### src/hdl/dispatch_consts.svh
// dispatch and issue slice sizes
// shared by the package and every RTL block of the slice

`ifndef DISPATCH_CONSTS_SVH
`define DISPATCH_CONSTS_SVH

// physical register file
`define PRF_ENTRIES   32
`define PRF_INDEX_W   5

// micro-op identity width, wide enough for tracing order
`define UOP_TAG_W     6

// input buffer depth, also the upstream credit count
// power of two so the pointers wrap on their own
`define IN_DEPTH      4

// entries per issue queue
`define IQ_DEPTH      4

// outstanding micro-ops allowed per execution unit
`define EXEC_CREDITS  2

`endif

### src/hdl/dispatch_pkg.sv
// dispatch and issue types
// unit class, register index, tag and the micro-op carried between blocks

`include "dispatch_consts.svh"

package dispatch_pkg;

  // execution unit class a micro-op is steered to
  typedef enum logic {
    UNIT_INT = 1'b0,
    UNIT_MEM = 1'b1
  } unit_t;

  typedef logic [`PRF_INDEX_W-1:0] prf_index_t;

  typedef logic [`UOP_TAG_W-1:0] uop_tag_t;

  // renamed micro-op, only what dispatch and issue look at
  typedef struct packed {
    uop_tag_t   tag;
    unit_t      unit;
    prf_index_t rd;
    logic       rd_valid;
    prf_index_t rs1;
    logic       rs1_valid;
    prf_index_t rs2;
    logic       rs2_valid;
  } uop_t;

endpackage

### src/hdl/uop_in_buffer.sv
// input buffer for decoded micro-ops
// circular FIFO filled under upstream credits, one credit back per pop

`timescale 1ns/1ps

`include "dispatch_consts.svh"

module uop_in_buffer (
  input  logic                    clock,
  input  logic                    reset,
  input  logic                    flush,
  input  logic                    in_valid,
  input  dispatch_pkg::uop_tag_t  in_tag,
  input  dispatch_pkg::unit_t     in_unit,
  input  dispatch_pkg::prf_index_t in_rd,
  input  logic                    in_rd_valid,
  input  dispatch_pkg::prf_index_t in_rs1,
  input  logic                    in_rs1_valid,
  input  dispatch_pkg::prf_index_t in_rs2,
  input  logic                    in_rs2_valid,
  input  logic                    head_pop,
  output dispatch_pkg::uop_t      head_uop,
  output logic                    head_valid,
  output logic                    in_credit
);

  import dispatch_pkg::*;

  localparam int PTR_W = $clog2(`IN_DEPTH);
  localparam int CNT_W = $clog2(`IN_DEPTH + 1);

  uop_t             fifo_mem [`IN_DEPTH];
  uop_t             in_uop;
  logic [PTR_W-1:0] wr_ptr;
  logic [PTR_W-1:0] rd_ptr;
  logic [CNT_W-1:0] count;
  logic             pop;

  // gather the loose upstream fields into one micro-op
  assign in_uop = '{tag: in_tag, unit: in_unit, rd: in_rd, rd_valid: in_rd_valid,
                    rs1: in_rs1, rs1_valid: in_rs1_valid,
                    rs2: in_rs2, rs2_valid: in_rs2_valid};

  assign head_valid = (count != '0);
  assign head_uop   = fifo_mem[rd_ptr];
  assign pop        = head_pop && head_valid;

  // storage, upstream credits guarantee a free slot
  always_ff @(posedge clock) begin
    if (in_valid) begin
      fifo_mem[wr_ptr] <= in_uop;
    end
  end

  always_ff @(posedge clock) begin
    if (reset || flush) begin
      wr_ptr    <= '0;
      rd_ptr    <= '0;
      count     <= '0;
      in_credit <= 1'b0;
    end else begin
      if (in_valid) wr_ptr <= wr_ptr + 1'b1;
      if (pop) rd_ptr <= rd_ptr + 1'b1;
      count     <= count + CNT_W'(in_valid) - CNT_W'(pop);
      // credit goes back one cycle after the entry leaves
      in_credit <= pop;
    end
  end

endmodule

### src/hdl/dispatch_steer.sv
// dispatch steering
// sends the buffer head to the int or mem issue queue and marks its rd busy

`timescale 1ns/1ps

module dispatch_steer (
  input  dispatch_pkg::uop_t       head_uop,
  input  logic                     head_valid,
  input  logic                     int_full,
  input  logic                     mem_full,
  output logic                     head_pop,
  output logic                     int_write,
  output logic                     mem_write,
  output logic                     set_valid,
  output dispatch_pkg::prf_index_t set_index,
  output dispatch_pkg::uop_t       dispatch_uop
);

  import dispatch_pkg::*;

  logic to_mem;
  logic target_full;

  // unit class picks the queue
  assign to_mem = (head_uop.unit == UNIT_MEM);

  // only the target queue's room matters
  assign target_full = to_mem ? mem_full : int_full;

  // head leaves when its queue has room, else it stays put
  assign head_pop = head_valid && !target_full;

  // one write per cycle at most
  assign int_write = head_pop && !to_mem;
  assign mem_write = head_pop && to_mem;

  // same micro-op goes to either queue
  assign dispatch_uop = head_uop;

  // destination goes busy at the dispatch edge
  // no rd, nothing to mark
  assign set_valid = head_pop && head_uop.rd_valid;
  assign set_index = head_uop.rd;

endmodule

### src/hdl/busy_scoreboard.sv
// physical register busy scoreboard
// set at dispatch, cleared at writeback, looked up by every queue entry

`timescale 1ns/1ps

`include "dispatch_consts.svh"

module busy_scoreboard (
  input  logic                                      clock,
  input  logic                                      reset,
  input  logic                                      flush,
  input  logic                                      set_valid,
  input  dispatch_pkg::prf_index_t                  set_index,
  input  logic                                      wb_valid,
  input  dispatch_pkg::prf_index_t                  wb_index,
  input  dispatch_pkg::prf_index_t [`IQ_DEPTH-1:0]  int_rs1_index,
  input  dispatch_pkg::prf_index_t [`IQ_DEPTH-1:0]  int_rs2_index,
  input  dispatch_pkg::prf_index_t [`IQ_DEPTH-1:0]  mem_rs1_index,
  input  dispatch_pkg::prf_index_t [`IQ_DEPTH-1:0]  mem_rs2_index,
  output logic [`IQ_DEPTH-1:0]                      int_rs1_busy,
  output logic [`IQ_DEPTH-1:0]                      int_rs2_busy,
  output logic [`IQ_DEPTH-1:0]                      mem_rs1_busy,
  output logic [`IQ_DEPTH-1:0]                      mem_rs2_busy
);

  import dispatch_pkg::*;

  logic [`PRF_ENTRIES-1:0] busy;

  always_ff @(posedge clock) begin
    if (reset || flush) begin
      busy <= '0;
    end else begin
      if (wb_valid) busy[wb_index] <= 1'b0;
      // set comes last so it wins on the same index
      if (set_valid) busy[set_index] <= 1'b1;
    end
  end

  // lookups see only the registered vector, updates show a cycle later
  always_comb begin
    for (int i = 0; i < `IQ_DEPTH; i++) begin
      int_rs1_busy[i] = busy[int_rs1_index[i]];
      int_rs2_busy[i] = busy[int_rs2_index[i]];
      mem_rs1_busy[i] = busy[mem_rs1_index[i]];
      mem_rs2_busy[i] = busy[mem_rs2_index[i]];
    end
  end

endmodule

### src/hdl/issue_queue.sv
// age-ordered issue queue
// slot 0 is oldest, entries compact down after an issue
// issues the oldest entry whose sources are ready, if the port has a credit

`timescale 1ns/1ps

`include "dispatch_consts.svh"

module issue_queue (
  input  logic                                      clock,
  input  logic                                      reset,
  input  logic                                      flush,
  input  logic                                      write,
  input  dispatch_pkg::uop_t                        write_uop,
  output logic                                      full,
  output dispatch_pkg::prf_index_t [`IQ_DEPTH-1:0]  rs1_index,
  output dispatch_pkg::prf_index_t [`IQ_DEPTH-1:0]  rs2_index,
  input  logic [`IQ_DEPTH-1:0]                      rs1_busy,
  input  logic [`IQ_DEPTH-1:0]                      rs2_busy,
  input  logic                                      credit_avail,
  output logic                                      issue_fire,
  output dispatch_pkg::uop_t                        issue_uop
);

  import dispatch_pkg::*;

  localparam int SEL_W = $clog2(`IQ_DEPTH);

  uop_t                 entry_q [`IQ_DEPTH];
  logic [`IQ_DEPTH-1:0] entry_valid;
  uop_t                 next_q [`IQ_DEPTH];
  logic [`IQ_DEPTH-1:0] next_valid;
  logic [`IQ_DEPTH-1:0] ready;
  logic [SEL_W-1:0]     sel;

  // valid entries are contiguous from slot 0
  assign full = &entry_valid;

  // source indices out to the scoreboard
  always_comb begin
    for (int i = 0; i < `IQ_DEPTH; i++) begin
      rs1_index[i] = entry_q[i].rs1;
      rs2_index[i] = entry_q[i].rs2;
    end
  end

  // ready when every valid source is no longer busy
  always_comb begin
    for (int i = 0; i < `IQ_DEPTH; i++) begin
      ready[i] = entry_valid[i]
              && (!entry_q[i].rs1_valid || !rs1_busy[i])
              && (!entry_q[i].rs2_valid || !rs2_busy[i]);
    end
  end

  // lowest ready slot, scanned top down so the oldest wins
  // a younger ready entry can pass a stalled older one
  always_comb begin
    sel = '0;
    for (int i = `IQ_DEPTH - 1; i >= 0; i--) begin
      if (ready[i]) sel = SEL_W'(i);
    end
  end

  // no credit holds everything in place
  assign issue_fire = credit_avail && (|ready);
  assign issue_uop  = entry_q[sel];

  // remove the issued slot first, then append the new one
  always_comb begin
    logic placed;
    placed     = 1'b0;
    next_q     = entry_q;
    next_valid = entry_valid;
    if (issue_fire) begin
      for (int i = 0; i < `IQ_DEPTH - 1; i++) begin
        if (i >= int'(sel)) begin
          next_q[i]     = entry_q[i + 1];
          next_valid[i] = entry_valid[i + 1];
        end
      end
      // top slot always frees up after a removal
      next_valid[`IQ_DEPTH-1] = 1'b0;
    end
    if (write) begin
      for (int i = 0; i < `IQ_DEPTH; i++) begin
        if (!placed && !next_valid[i]) begin
          next_q[i]     = write_uop;
          next_valid[i] = 1'b1;
          placed        = 1'b1;
        end
      end
    end
  end

  always_ff @(posedge clock) begin
    entry_q <= next_q;
  end

  always_ff @(posedge clock) begin
    if (reset || flush) begin
      entry_valid <= '0;
    end else begin
      entry_valid <= next_valid;
    end
  end

endmodule

### src/hdl/issue_port.sv
// issue port towards one execution unit
// credit counter plus the registered issue outputs

`timescale 1ns/1ps

`include "dispatch_consts.svh"

module issue_port (
  input  logic                     clock,
  input  logic                     reset,
  input  logic                     issue_fire,
  input  dispatch_pkg::uop_t       issue_uop,
  input  logic                     credit_return,
  output logic                     credit_avail,
  output logic                     issue_valid,
  output dispatch_pkg::uop_tag_t   issue_tag,
  output dispatch_pkg::prf_index_t issue_rd,
  output logic                     issue_rd_valid
);

  import dispatch_pkg::*;

  localparam int CRED_W = $clog2(`EXEC_CREDITS + 1);

  logic [CRED_W-1:0] credits;
  uop_t              issue_q;

  assign credit_avail = (credits != '0);

  // spend on issue, refill on return, both at once cancel out
  // flush does not touch this, the unit still owns its work
  always_ff @(posedge clock) begin
    if (reset) begin
      credits <= CRED_W'(`EXEC_CREDITS);
    end else begin
      case ({issue_fire, credit_return})
        2'b10:   credits <= credits - 1'b1;
        2'b01:   credits <= credits + 1'b1;
        default: credits <= credits;
      endcase
    end
  end

  // one-cycle valid per issued micro-op
  always_ff @(posedge clock) begin
    if (reset) begin
      issue_valid <= 1'b0;
    end else begin
      issue_valid <= issue_fire;
    end
  end

  always_ff @(posedge clock) begin
    if (issue_fire) issue_q <= issue_uop;
  end

  // unit only needs identity and destination
  assign issue_tag      = issue_q.tag;
  assign issue_rd       = issue_q.rd;
  assign issue_rd_valid = issue_q.rd_valid;

endmodule

### src/hdl/dispatch_issue.sv
// dispatch and issue slice top
// input buffer, steering, scoreboard, int and mem queues with their ports

`timescale 1ns/1ps

`include "dispatch_consts.svh"

module dispatch_issue (
  input  logic                     clock,
  input  logic                     reset,
  input  logic                     flush,
  input  logic                     in_valid,
  input  dispatch_pkg::uop_tag_t   in_tag,
  input  dispatch_pkg::unit_t      in_unit,
  input  dispatch_pkg::prf_index_t in_rd,
  input  logic                     in_rd_valid,
  input  dispatch_pkg::prf_index_t in_rs1,
  input  logic                     in_rs1_valid,
  input  dispatch_pkg::prf_index_t in_rs2,
  input  logic                     in_rs2_valid,
  output logic                     in_credit,
  input  logic                     wb_valid,
  input  dispatch_pkg::prf_index_t wb_index,
  input  logic                     int_credit,
  input  logic                     mem_credit,
  output logic                     int_issue_valid,
  output dispatch_pkg::uop_tag_t   int_issue_tag,
  output dispatch_pkg::prf_index_t int_issue_rd,
  output logic                     int_issue_rd_valid,
  output logic                     mem_issue_valid,
  output dispatch_pkg::uop_tag_t   mem_issue_tag,
  output dispatch_pkg::prf_index_t mem_issue_rd,
  output logic                     mem_issue_rd_valid
);

  import dispatch_pkg::*;

  // buffer head and steering
  uop_t       head_uop;
  logic       head_valid;
  logic       head_pop;
  uop_t       dispatch_uop;
  logic       int_write;
  logic       mem_write;
  logic       set_valid;
  prf_index_t set_index;

  // queue state and scoreboard lookups
  logic                         int_full;
  logic                         mem_full;
  prf_index_t [`IQ_DEPTH-1:0]   int_rs1_index;
  prf_index_t [`IQ_DEPTH-1:0]   int_rs2_index;
  prf_index_t [`IQ_DEPTH-1:0]   mem_rs1_index;
  prf_index_t [`IQ_DEPTH-1:0]   mem_rs2_index;
  logic [`IQ_DEPTH-1:0]         int_rs1_busy;
  logic [`IQ_DEPTH-1:0]         int_rs2_busy;
  logic [`IQ_DEPTH-1:0]         mem_rs1_busy;
  logic [`IQ_DEPTH-1:0]         mem_rs2_busy;

  // queue to port
  logic int_credit_avail;
  logic mem_credit_avail;
  logic int_issue_fire;
  logic mem_issue_fire;
  uop_t int_issue_uop;
  uop_t mem_issue_uop;

  uop_in_buffer in_buffer (
    .clock        (clock),
    .reset        (reset),
    .flush        (flush),
    .in_valid     (in_valid),
    .in_tag       (in_tag),
    .in_unit      (in_unit),
    .in_rd        (in_rd),
    .in_rd_valid  (in_rd_valid),
    .in_rs1       (in_rs1),
    .in_rs1_valid (in_rs1_valid),
    .in_rs2       (in_rs2),
    .in_rs2_valid (in_rs2_valid),
    .head_pop     (head_pop),
    .head_uop     (head_uop),
    .head_valid   (head_valid),
    .in_credit    (in_credit)
  );

  dispatch_steer steer (
    .head_uop     (head_uop),
    .head_valid   (head_valid),
    .int_full     (int_full),
    .mem_full     (mem_full),
    .head_pop     (head_pop),
    .int_write    (int_write),
    .mem_write    (mem_write),
    .set_valid    (set_valid),
    .set_index    (set_index),
    .dispatch_uop (dispatch_uop)
  );

  busy_scoreboard scoreboard (
    .clock         (clock),
    .reset         (reset),
    .flush         (flush),
    .set_valid     (set_valid),
    .set_index     (set_index),
    .wb_valid      (wb_valid),
    .wb_index      (wb_index),
    .int_rs1_index (int_rs1_index),
    .int_rs2_index (int_rs2_index),
    .mem_rs1_index (mem_rs1_index),
    .mem_rs2_index (mem_rs2_index),
    .int_rs1_busy  (int_rs1_busy),
    .int_rs2_busy  (int_rs2_busy),
    .mem_rs1_busy  (mem_rs1_busy),
    .mem_rs2_busy  (mem_rs2_busy)
  );

  issue_queue int_queue (
    .clock        (clock),
    .reset        (reset),
    .flush        (flush),
    .write        (int_write),
    .write_uop    (dispatch_uop),
    .full         (int_full),
    .rs1_index    (int_rs1_index),
    .rs2_index    (int_rs2_index),
    .rs1_busy     (int_rs1_busy),
    .rs2_busy     (int_rs2_busy),
    .credit_avail (int_credit_avail),
    .issue_fire   (int_issue_fire),
    .issue_uop    (int_issue_uop)
  );

  issue_queue mem_queue (
    .clock        (clock),
    .reset        (reset),
    .flush        (flush),
    .write        (mem_write),
    .write_uop    (dispatch_uop),
    .full         (mem_full),
    .rs1_index    (mem_rs1_index),
    .rs2_index    (mem_rs2_index),
    .rs1_busy     (mem_rs1_busy),
    .rs2_busy     (mem_rs2_busy),
    .credit_avail (mem_credit_avail),
    .issue_fire   (mem_issue_fire),
    .issue_uop    (mem_issue_uop)
  );

  issue_port int_port (
    .clock          (clock),
    .reset          (reset),
    .issue_fire     (int_issue_fire),
    .issue_uop      (int_issue_uop),
    .credit_return  (int_credit),
    .credit_avail   (int_credit_avail),
    .issue_valid    (int_issue_valid),
    .issue_tag      (int_issue_tag),
    .issue_rd       (int_issue_rd),
    .issue_rd_valid (int_issue_rd_valid)
  );

  issue_port mem_port (
    .clock          (clock),
    .reset          (reset),
    .issue_fire     (mem_issue_fire),
    .issue_uop      (mem_issue_uop),
    .credit_return  (mem_credit),
    .credit_avail   (mem_credit_avail),
    .issue_valid    (mem_issue_valid),
    .issue_tag      (mem_issue_tag),
    .issue_rd       (mem_issue_rd),
    .issue_rd_valid (mem_issue_rd_valid)
  );

endmodule

### config.mk
export PLATFORM = sky130hd
export DESIGN_NAME = dispatch_issue
export DESIGN_NICKNAME = d
export VERILOG_FILES = /design/src/hdl/dispatch_pkg.sv /design/src/hdl/uop_in_buffer.sv /design/src/hdl/dispatch_steer.sv /design/src/hdl/busy_scoreboard.sv /design/src/hdl/issue_queue.sv /design/src/hdl/issue_port.sv /design/src/hdl/dispatch_issue.sv
export VERILOG_INCLUDE_DIRS = /design/src /design/src/hdl
export SDC_FILE = /design/constraint.sdc
export NUM_CORES = 1
export LEC_CHECK = 0
export ABC_AREA = 1
export BUFFER_PORTS_ARGS = -buffer_cell sky130_fd_sc_hd__buf_2
export CORE_MARGIN = 2
export CORE_UTILIZATION = 40
export CTS_BUF_LIST = sky130_fd_sc_hd__clkbuf_8 sky130_fd_sc_hd__clkbuf_16
export DETAILED_ROUTE_END_ITERATION = 8
export PLACE_DENSITY = 0.52
export SYNTH_ARGS = -nofsm -noshare
export SYNTH_HDL_FRONTEND = slang
export SYNTH_HIERARCHICAL = 1
export SYNTH_SLANG_ARGS = --single-unit
### constraint.sdc
create_clock -name clock -period 5.1 [get_ports clock]
set_clock_uncertainty 0.2 [all_clocks]
set_input_delay 1.53 -clock clock [delete_from_list [all_inputs] [get_ports clock]]
set_output_delay 1.53 -clock clock [all_outputs]
set_load 0.05 [all_outputs]
==> run_results.csv, run 1 <==
group,metric,value,unit
timing,tns,0,ns
worst_setup_path,startpoint,"int_queue/rs1_index[0]$_DFF_P_",
power,pwr-share-seq,42.4,%
timing,max_freq,229.7,MHz
route,wl_per_cell,18.82,µm
flow_run,cap_violations,0,
worst_setup_path,critPathMaxFanout,49,
synth,synthCells,3348,
floorplanning,initial_core_util,40.20,%
route,vias_per_cell,5.275,
floorplanning,dieWidth,244.1,µm
power,peakVddDrop,0.0003088,V
floorplanning,coreArea,57370,µm²
power,power_density,455.4,nW/µm²
power,combPwrFrac,28.9,%
floorplanning,rows,88,
synth,syn_area,23060,µm²
worst_setup_path,cp-end-kind,"flop",
power,p_int,6814,µW
worst_setup_path,worstPathRequired,5.32,ns
power,swShare,37.78,%
worst_setup_path,critPathLaunchType,"flop",
final_layout,layout_common_cells,"1,246 x nand2_1, 413 x nand3_1, 320 x inv_1",
clock_tree,clock_latency,0.58,ns
clock_tree,cts_setup_buffers,0,
route,wl_met1,32.26,mm
clock_tree,clockRootBuffer,"clkbuf_16",
worst_setup_path,arrival,4.58,ns
place,place.gp.congestion,0.8846,
final_layout,n_antenna_cell,0,
run_status,status,"finished, final reports clean",
power,p_clk_share,28.8,%
global_route,antenna_found_initial,2,
worst_setup_path,path_class,"reg -> reg",
final_layout,nNetsFinal,3227,
clock_tree,cts_hold_buf,0,
synth,synth.avg_cell_area,6.887,µm²
clock_tree,tritoncts,"done",
worst_hold_path,hold_class,"reg -> reg",
worst_hold_path,holdCritStartpoint,"mem_port/credits[1]$_SDFFE_PP1P_",
global_route,grt_use_total,24.86,%
floorplanning,pin_count,64,
clock_tree,cts_buffer_depth,3,
power,p_total,10950,µW
final_layout,fin_util,41.92,%
worst_setup_path,r2r-start,"int_queue/rs1_index[0]$_DFF_P_",
timing,hold_violations,0,
global_route,grt.overflow.total,0,
route,top_layer,"met4",
timing,layout_min_cycle_time,4.354,ns
global_route,grt_pass1_vias,19476,
route,route.met2.wl,34.17,mm
timing,min_period_over_period,85.38,%
final_layout,layout-drive-gt1-share,9.023,%
global_route,grt_pass1_wl,115.0,mm
clock_tree,ctsResizeCount,0,
route,wl,74.88,mm
timing,relSlewSlack,19.46,%
route,num_vias,20990,
clock_tree,numCtsBuffers,43,
timing,setup_viol,0,
route,wl_met3,6.095,mm
route,drtIter0Drc,2035,
final_layout,final_common_cell,"nand2_1",
place,place_hpwl,48.77,mm
synth,yosysWarnings,6,
final_layout,syn2layout_area_growth,4.287,%
global_route,grt_max_degree,52,
route,drc,0,
power,switchingPower,4138,µW
synth,syn-num-nets,3394,
timing,holdWs,0.2602,ns
clock_tree,htree_levels,2,
place,io_buffer_count,63,
clock_tree,cts.sinks,372,
floorplanning,die_area,59580,µm²
timing,worst_slew_pin_slew,1.206,ns
route,firstDrtPassIters,5,
power,cellLeakagePower,0.01046,µW
route,ant_nets,0,
timing,rsz0062_at_grt,"false",
timing,drv_slew,0,
clock_tree,cts.reportedPaths.clkPinSlew,0.06,ns
floorplanning,die_y,244.1,µm
-- power by group through the flow --
| stage | clock network [µW] | logic [µW] | registers, µW |
|---|---|---|---|
| 3_3_place_gp | 0 | 3070 | 4670 |
| 4_1_cts | 3240 | 3150 | 4620 |
| 2_1_floorplan | 0 | 3260 | 4180 |
| 5_1_grt | 3350 | 3680 | 4740 |
| 3_5_place_dp | 0 | 3130 | 4680 |
| 6_report | 3150 | 3160 | 4640 |
-- routing by layer --
layer,global-route usage (%),up-vias
met4,8.034,0
met2,40.78,820
met3,4.159,161
li1,-,10330
met1,33.34,9679
met5,0,-
-- registers in the layout, summed over array words and instances (netlist names), named ones only --
signal                   cells
in_buffer/wr_ptr             2
in_buffer/fifo_mem         100
int_port/issue_tag           6
mem_queue/rs1_index         20
int_queue/rs2_index         20
mem_port/issue_rd            5
int_port/issue_rd_valid      1
in_buffer/in_credit          1
int_queue/entry_valid        4
mem_queue/rs2_index         20
in_buffer/count              3
mem_queue/entry_q           56
int_queue/rs1_index         20
mem_port/issue_valid         1
int_queue/entry_q           56
int_port/credits             2
mem_port/issue_rd_valid      1
mem_port/issue_tag           6
mem_queue/entry_valid        4
in_buffer/rd_ptr             2
mem_port/credits             2
int_port/issue_valid         1
int_port/issue_rd            5
scoreboard/busy             32
-- critical path, stage by stage, from the launching register on --
cell and delay, ns:
dfxtp_1 0.69, inv_2 0.25, nand2_1 0.11, nand3_1 0.08
nand3_1 0.10, nand2_1 0.06, nand2_1 0.05, nand2_1 0.06
nand2_1 0.06, nand2_1 0.14, nand2_1 0.14, nand3_4 0.14
nor2_4 0.88, nand2_1 0.15, nand2_2 0.16, nor2_4 0.04
buf_4 0.23, nand3_1 0.13, buf_4 0.34, o21ai_0 0.15
-- metrics by stage --
| step | instances | setup WS, ns | area [µm²] |
|---|---|---|---|
| after floorplan | 3348 | 1.307 | 23060 |
| after global placement | 3901 | 0.9911 | 22620 |
| after detailed placement | 3901 | 0.8453 | 22620 |
| after CTS | 3979 | 0.7969 | 24050 |
| after global routing | 3979 | 0.2829 | 24050 |
| final | 3979 | 0.7459 | 24050 |
-- path summary, 6_finish.rpt --
kind / slack, ns / endpoint / cells past startpoint
worst max register to register: 0.75 / int_queue/rs2_index[5]$_DFF_P_ / 19
worst max-delay path: 0.75 / int_queue/rs2_index[5]$_DFF_P_ / 19
worst min-delay path: 0.26 / mem_port/credits[1]$_SDFFE_PP1P_ / 2
worst min register to register: 0.26 / mem_port/credits[1]$_SDFFE_PP1P_ / 2
-- cell type report --
class                           count  area [µm²]
Tap cell                          765       957.2
Multi-Input combinational cell   2282       10290
Clock buffer                       47        1142
Timing Repair Buffer              142       920.9
Fill cell                        5884       33320
Sequential cell                   372        9169
Clock inverter                     31       289.0
Inverter                          340        1279
Power figures use the tool's default switching activity.
==> inputs of run 2 (changes only) <==
--- a/config.mk
+++ b/config.mk
@@ -8,10 +8,12 @@
 export LEC_CHECK = 0
 export ABC_AREA = 1
 export BUFFER_PORTS_ARGS = -buffer_cell sky130_fd_sc_hd__buf_2
+export CAP_MARGIN = 20
 export CORE_MARGIN = 2
 export CORE_UTILIZATION = 40
 export CTS_BUF_LIST = sky130_fd_sc_hd__clkbuf_8 sky130_fd_sc_hd__clkbuf_16
 export DETAILED_ROUTE_END_ITERATION = 8
+export GPL_TIMING_DRIVEN = 0
 export PLACE_DENSITY = 0.52
 export SYNTH_ARGS = -nofsm -noshare
 export SYNTH_HDL_FRONTEND = slang
==> constraint.sdc (replaced) <==
create_clock -name clock -period 4.1 [get_ports clock]
set_clock_uncertainty 0.2 [all_clocks]
set_input_delay 1.23 -clock clock [delete_from_list [all_inputs] [get_ports clock]]
set_output_delay 1.23 -clock clock [all_outputs]
set_load 0.05 [all_outputs]
==> run_results.csv, run 2 (same netlist as run 1, synthesis figures left out) <==
group,metric,value,unit
worst_setup_path,arrival,3.99,ns
clock_tree,clockRootBuffer,"clkbuf_16",
timing,layout_min_cycle_time,3.997,ns
worst_setup_path,slowest_delay,0.74,ns
power,combPwrFrac,36.7,%
floorplanning,coreArea,57370,µm²
final_layout,final_cells,4265,
power,power_density,571.6,nW/µm²
global_route,antenna_found_initial,3,
timing,rsz0062_at_grt,"false",
place,place.gp.congestion,0.9441,
timing,max_freq,250.2,MHz
worst_setup_path,worstPathRequired,4.10,ns
floorplanning,die_area,59580,µm²
clock_tree,cts_buffer_depth,3,
place,io_buffer_count,63,
timing,worst_slew_pin_slew,0.9273,ns
global_route,grt_use_total,28.07,%
clock_tree,numCtsBuffers,44,
final_layout,final_common_cell,"nand2_1",
power,switchingPower,5629,µW
final_layout,top_register,"in_buffer/fifo_mem",
worst_setup_path,critPathLaunchType,"flop",
run_status,status,"finished, final reports clean",
route,drc,0,
route,wl_per_cell,19.92,µm
route,vias_per_cell,5.294,
power,pwr-share-seq,35.8,%
worst_hold_path,hold_class,"reg -> reg",
place,dp.cells,4181,
place,place_hpwl,60.53,mm
flow_run,cap_violations,0,
global_route,grt_pass1_wl,127.7,mm
floorplanning,initial_core_util,40.20,%
worst_setup_path,critPathMaxFanout,24,
global_route,grt_max_degree,25,
power,peakVddDrop,0.0003697,V
timing,hold_violations,0,
timing,worst_slack,0.1033,ns
worst_setup_path,cp_cell_sequence,"buf_2 -> buf_2 -> nand2_1 -> nand3_1 -> nand3_1 -> nand2_1 -> nand2_1 -> nand2_1 -> nand2_1 -> nand2_1 -> nand2_1 -> nand3_4 -> nor2_4 -> nand2_1 -> nand2_2 -> nor2_4 -> buf_4 -> nand3_1 -> a21oi_4",
route,firstDrtPassIters,6,
route,drtIter0Drc,2292,
power,swShare,37.82,%
clock_tree,cts_hold_buf,0,
worst_setup_path,r2r_setup_slack,0.10,ns
clock_tree,htree_levels,2,
clock_tree,cts.sinks,372,
final_layout,largest_registers,"in_buffer/fifo_mem x100, int_queue/entry_q x56, mem_queue/entry_q x56",
route,wl,84.98,mm
power,p_clk_share,27.4,%
final_layout,syn2layout_area_growth,12.90,%
final_layout,fillers,5930,
clock_tree,tritoncts,"done",
worst_setup_path,cp_slowest_cell,"a21oi_4",
final_layout,layout-drive-gt1-share,14.95,%
worst_setup_path,cp_common_cell,"nand2_1",
timing,min_period_over_period,97.48,%
timing,setup_viol,0,
power,cellLeakagePower,0.01169,µW
route,num_vias,22579,
worst_setup_path,path_class,"reg -> reg",
final_layout,largest_reg_flops,100,
floorplanning,die_y,244.1,µm
global_route,grt_pass1_vias,21183,
clock_tree,clock_latency,0.60,ns
power,p_int,9253,µW
clock_tree,cts.reportedPaths.clkPinSlew,0.06,ns
timing,drv_slew,0,
route,ant_nets,0,
floorplanning,dieWidth,244.1,µm
timing,tns,0,ns
final_layout,layout_common_cells,"1,246 x nand2_1, 413 x nand3_1, 323 x inv_1",
worst_setup_path,cp-end-kind,"flop",
place,dp_slack,-0.06294,ns
timing,relSlewSlack,38.04,%
floorplanning,pin_count,64,
global_route,grt.overflow.total,0,
final_layout,nNetsFinal,3509,
floorplanning,rows,88,
run 2: repair_timing:
| item | in CTS | in global routing |
|---|---|---|
| resized for setup | 1 | 11 |
| gates cloned | 0 | 0 |
| buffers inserted | 0 | 1 |
| endpoints found under the setup margin | 17 | 52 |
run 2: through the flow:
stage | area, µm² | hold WS (ns) | utilization, % | total power (µW)
finish | 26030 | 0.2737 | 45.38 | 14880
global route | 26030 | 0.3202 | 45.38 | 15850
CTS | 25990 | 0.2749 | 45.30 | 14900
detailed placement | 24480 | 0.2552 | 42.68 | 10760
global placement | 24330 | 0.2382 | 42.41 | 10640
floorplan | 23060 | 0.2289 | - | 9250
run 2: path summary, 6_finish.rpt:
path	from	endpoint	depth (start not counted)
setup / recovery	scoreboard/busy[6]$_SDFF_PP0_	int_queue/rs2_index[16]$_DFFE_PP_	19
hold / removal	int_port/credits[1]$_SDFFE_PP1P_	int_port/credits[1]$_SDFFE_PP1P_	2
setup reg to reg	scoreboard/busy[6]$_SDFF_PP0_	int_queue/rs2_index[16]$_DFFE_PP_	19
hold reg to reg	int_port/credits[1]$_SDFFE_PP1P_	int_port/credits[1]$_SDFFE_PP1P_	2
run 2: area by class of cell:
class                           count  area (µm²)  area share (%)
Clock inverter                     34       337.8           1.298
Multi-Input combinational cell   2282       10300           39.57
Inverter                          340        1282           4.926
Buffer                            354        2342           8.997
Tap cell                          765       957.2           3.677
Sequential cell                   372        9169           35.22
Antenna cell                        1       2.502        0.009612
Clock buffer                       48        1167           4.484
Timing Repair Buffer               69       473.0           1.817
run 2: critical path, delay by kind of cell (launching register included):
family	cells	cell delay (ns)
flip-flops	1	0.30
buffers and inverters	3	0.99
AND/OR/NAND/NOR	15	1.35
AO/OA/AOI/OAI	1	0.74
run 2: power by group through the flow:
stage                     Sequential [µW]  Combinational (µW)  Clock, µW
final                                5330                5470       4080
after global routing                 5410                6110       4330
after CTS                            5330                5390       4180
after detailed placement             5400                5360          0
after global placement               5380                5260          0
after floorplan                      5190                4060          0
run 2: per-layer routing:
metal	vias to the layer above	routed length, µm	global-route usage [%]
li1	10901	-	-
met3	174	7276	5.729
met4	0	3279	11.39
met5	-	0	0
met1	10500	36600	37.29
met2	1004	37820	44.60
==> inputs of run 3 (changes only) <==
--- a/config.mk
+++ b/config.mk
@@ -15,6 +15,8 @@
 export DETAILED_ROUTE_END_ITERATION = 8
 export GPL_TIMING_DRIVEN = 0
 export PLACE_DENSITY = 0.52
+export REMOVE_ABC_BUFFERS = 1
+export SLEW_MARGIN = 20
 export SYNTH_ARGS = -nofsm -noshare
 export SYNTH_HDL_FRONTEND = slang
 export SYNTH_HIERARCHICAL = 1
==> run_results.csv, run 3 (same netlist as run 1, synthesis figures left out) <==
group,metric,value,unit
route,ant_nets,0,
route,firstDrtPassIters,5,
timing,worst_slew_pin_slew,1.085,ns
timing,relSlewSlack,27.66,%
worst_setup_path,worstPathRequired,4.18,ns
floorplanning,rows,88,
worst_setup_path,path_buf_inv,1,
global_route,grt.overflow.total,0,
floorplanning,coreArea,57370,µm²
final_layout,fillers,5783,
floorplanning,die_y,244.1,µm
route,wl_per_cell,19.22,µm
timing,max_freq,253.7,MHz
worst_setup_path,critPathLaunchType,"flop",
run_status,status,"finished, final reports clean",
place,post_dp_cell_area,22530,µm²
power,peakVddDrop,0.0003482,V
worst_hold_path,hold_class,"reg -> reg",
final_layout,syn2layout_area_growth,4.515,%
final_layout,final_area,24100,µm²
worst_setup_path,slowest_delay,0.80,ns
place,place_hpwl,44.72,mm
timing,drv_slew,0,
final_layout,multiInputGateArea,10470,µm²
flow_run,cap_violations,0,
worst_setup_path,critPathMaxFanout,25,
global_route,grt_max_degree,51,
final_layout,layout.area.seq,9261,µm²
final_layout,layout_common_cells,"1,242 x nand2_1, 411 x nand3_1, 322 x inv_1",
place,place.gp.congestion,0.8268,
worst_setup_path,cp_slowest_cell,"dfxtp_2",
timing,min_period_over_period,96.13,%
global_route,grt_pass1_wl,115.3,mm
clock_tree,numCtsBuffers,43,
place,dp_slack,-0.8952,ns
power,power_density,554.0,nW/µm²
clock_tree,htree_levels,2,
worst_setup_path,cp-end-kind,"flop",
floorplanning,dieWidth,244.1,µm
final_layout,layout-drive-gt1-share,9.241,%
floorplanning,pin_count,64,
timing,holdWs,0.2611,ns
final_layout,nNetsFinal,3174,
floorplanning,die_area,59580,µm²
timing,hold_violations,0,
worst_setup_path,cp_common_cell,"nand2_1",
power,p_total,13350,µW
route,vias_per_cell,5.359,
route,num_vias,21040,
global_route,antenna_found_initial,1,
clock_tree,cts.sinks,372,
timing,setup_viol,0,
route,drtIter0Drc,1915,
floorplanning,initial_core_util,40.20,%
clock_tree,cts.reportedPaths.clkPinSlew,0.06,ns
clock_tree,clock_latency,0.58,ns
worst_setup_path,path_class,"reg -> reg",
place,io_buffer_count,63,
global_route,grt_use_total,25.01,%
route,wl,75.46,mm
clock_tree,cts_buffer_depth,3,
timing,worst_slack,0.1586,ns
worst_setup_path,cp_cell_sequence,"nand2_1 -> nand3_1 -> nand3_1 -> nand2_1 -> nand2_1 -> nand2_1 -> nand2_1 -> nand2_1 -> nand2_1 -> nand3_4 -> nor2_4 -> nand2_1 -> nand2_2 -> nor2_4 -> nand3_1 -> a21oi_4 -> buf_16",
worst_setup_path,arrival,4.02,ns
global_route,grt_pass1_vias,19689,
worst_setup_path,path_delay_family,"simple AND/OR/NAND/NOR gates",
final_layout,top_register,"in_buffer/fifo_mem",
route,drc,0,
final_layout,final_common_cell,"nand2_1",
timing,tns,0,ns
power,cellLeakagePower,0.01030,µW
clock_tree,clockRootBuffer,"clkbuf_16",
timing,rsz0062_at_grt,"false",
timing,layout_min_cycle_time,3.941,ns
clock_tree,tritoncts,"done",
final_layout,largest_reg_flops,100,
final_layout,largest_registers,"in_buffer/fifo_mem x100, int_queue/entry_q x56, mem_queue/entry_q x56",
-- run 3: what timing repair did --
action,in CTS,in global routing
buffers inserted,1,4
cloned,4,0
resized for setup,27,20
pin swaps,4,3
setup endpoints to repair,152,114
hold buffers,0,0
-- run 3: metal layers --
layer | global-route usage [%] | up-vias | wire length, µm
met3 | 4.050 | 168 | 5565
met2 | 41.34 | 776 | 34480
met4 | 9.918 | 0 | 3014
li1 | - | 10250 | -
met1 | 32.65 | 9846 | 32400
met5 | 0 | - | 0
-- run 3: final timing paths --
check	startpoint	to	slack, ns	cells past startpoint
max	scoreboard/busy[20]$_SDFF_PP0_	mem_queue/entry_q[21]$_DFFE_PP_	0.16	17
min	mem_port/credits[1]$_SDFFE_PP1P_	mem_port/credits[1]$_SDFFE_PP1P_	0.26	2
max reg2reg	scoreboard/busy[20]$_SDFF_PP0_	mem_queue/entry_q[21]$_DFFE_PP_	0.16	17
min reg2reg	mem_port/credits[1]$_SDFFE_PP1P_	mem_port/credits[1]$_SDFFE_PP1P_	0.26	2
-- run 3: metrics by stage --
step	std cells	utilization [%]
floorplan	2994	-
global placement	3822	38.34
detailed placement	3839	39.27
CTS	3921	41.80
global route	3926	42.01
finish	3926	42.01
-- run 3: report_power, final --
group          leakage, µW  switching (µW)  total (µW)  internal (µW)
sequential         0.00325            1060        5780           4720
clock             0.000715            1580        3710           2130
combinational      0.00633            2430        3860           1430
total               0.0103            5070       13400           8280
-- run 3: final cells by class --
class                   count  share of cell area (%)
multi-input cells        2286                   43.43
inverters                 340                   5.306
repair buffers             85                   3.229
diodes                      1                 0.01038
flip-flops and latches    372                   38.43
clock inverters            29                  0.8670
well taps                 765                   3.972
clock buffers              48                   4.751
-- run 3: worst register-to-register path, cell delays in order, from the launching register on --
cell,delay (ns)
dfxtp_2,0.80
nand2_1,0.12
nand3_1,0.10
nand3_1,0.08
nand2_1,0.08
nand2_1,0.05
nand2_1,0.14
nand2_1,0.07
nand2_1,0.11
nand2_1,0.11
nand3_4,0.17
nor2_4,0.18
nand2_1,0.13
nand2_2,0.13
nor2_4,0.48
nand3_1,0.26
a21oi_4,0.26
buf_16,0.19
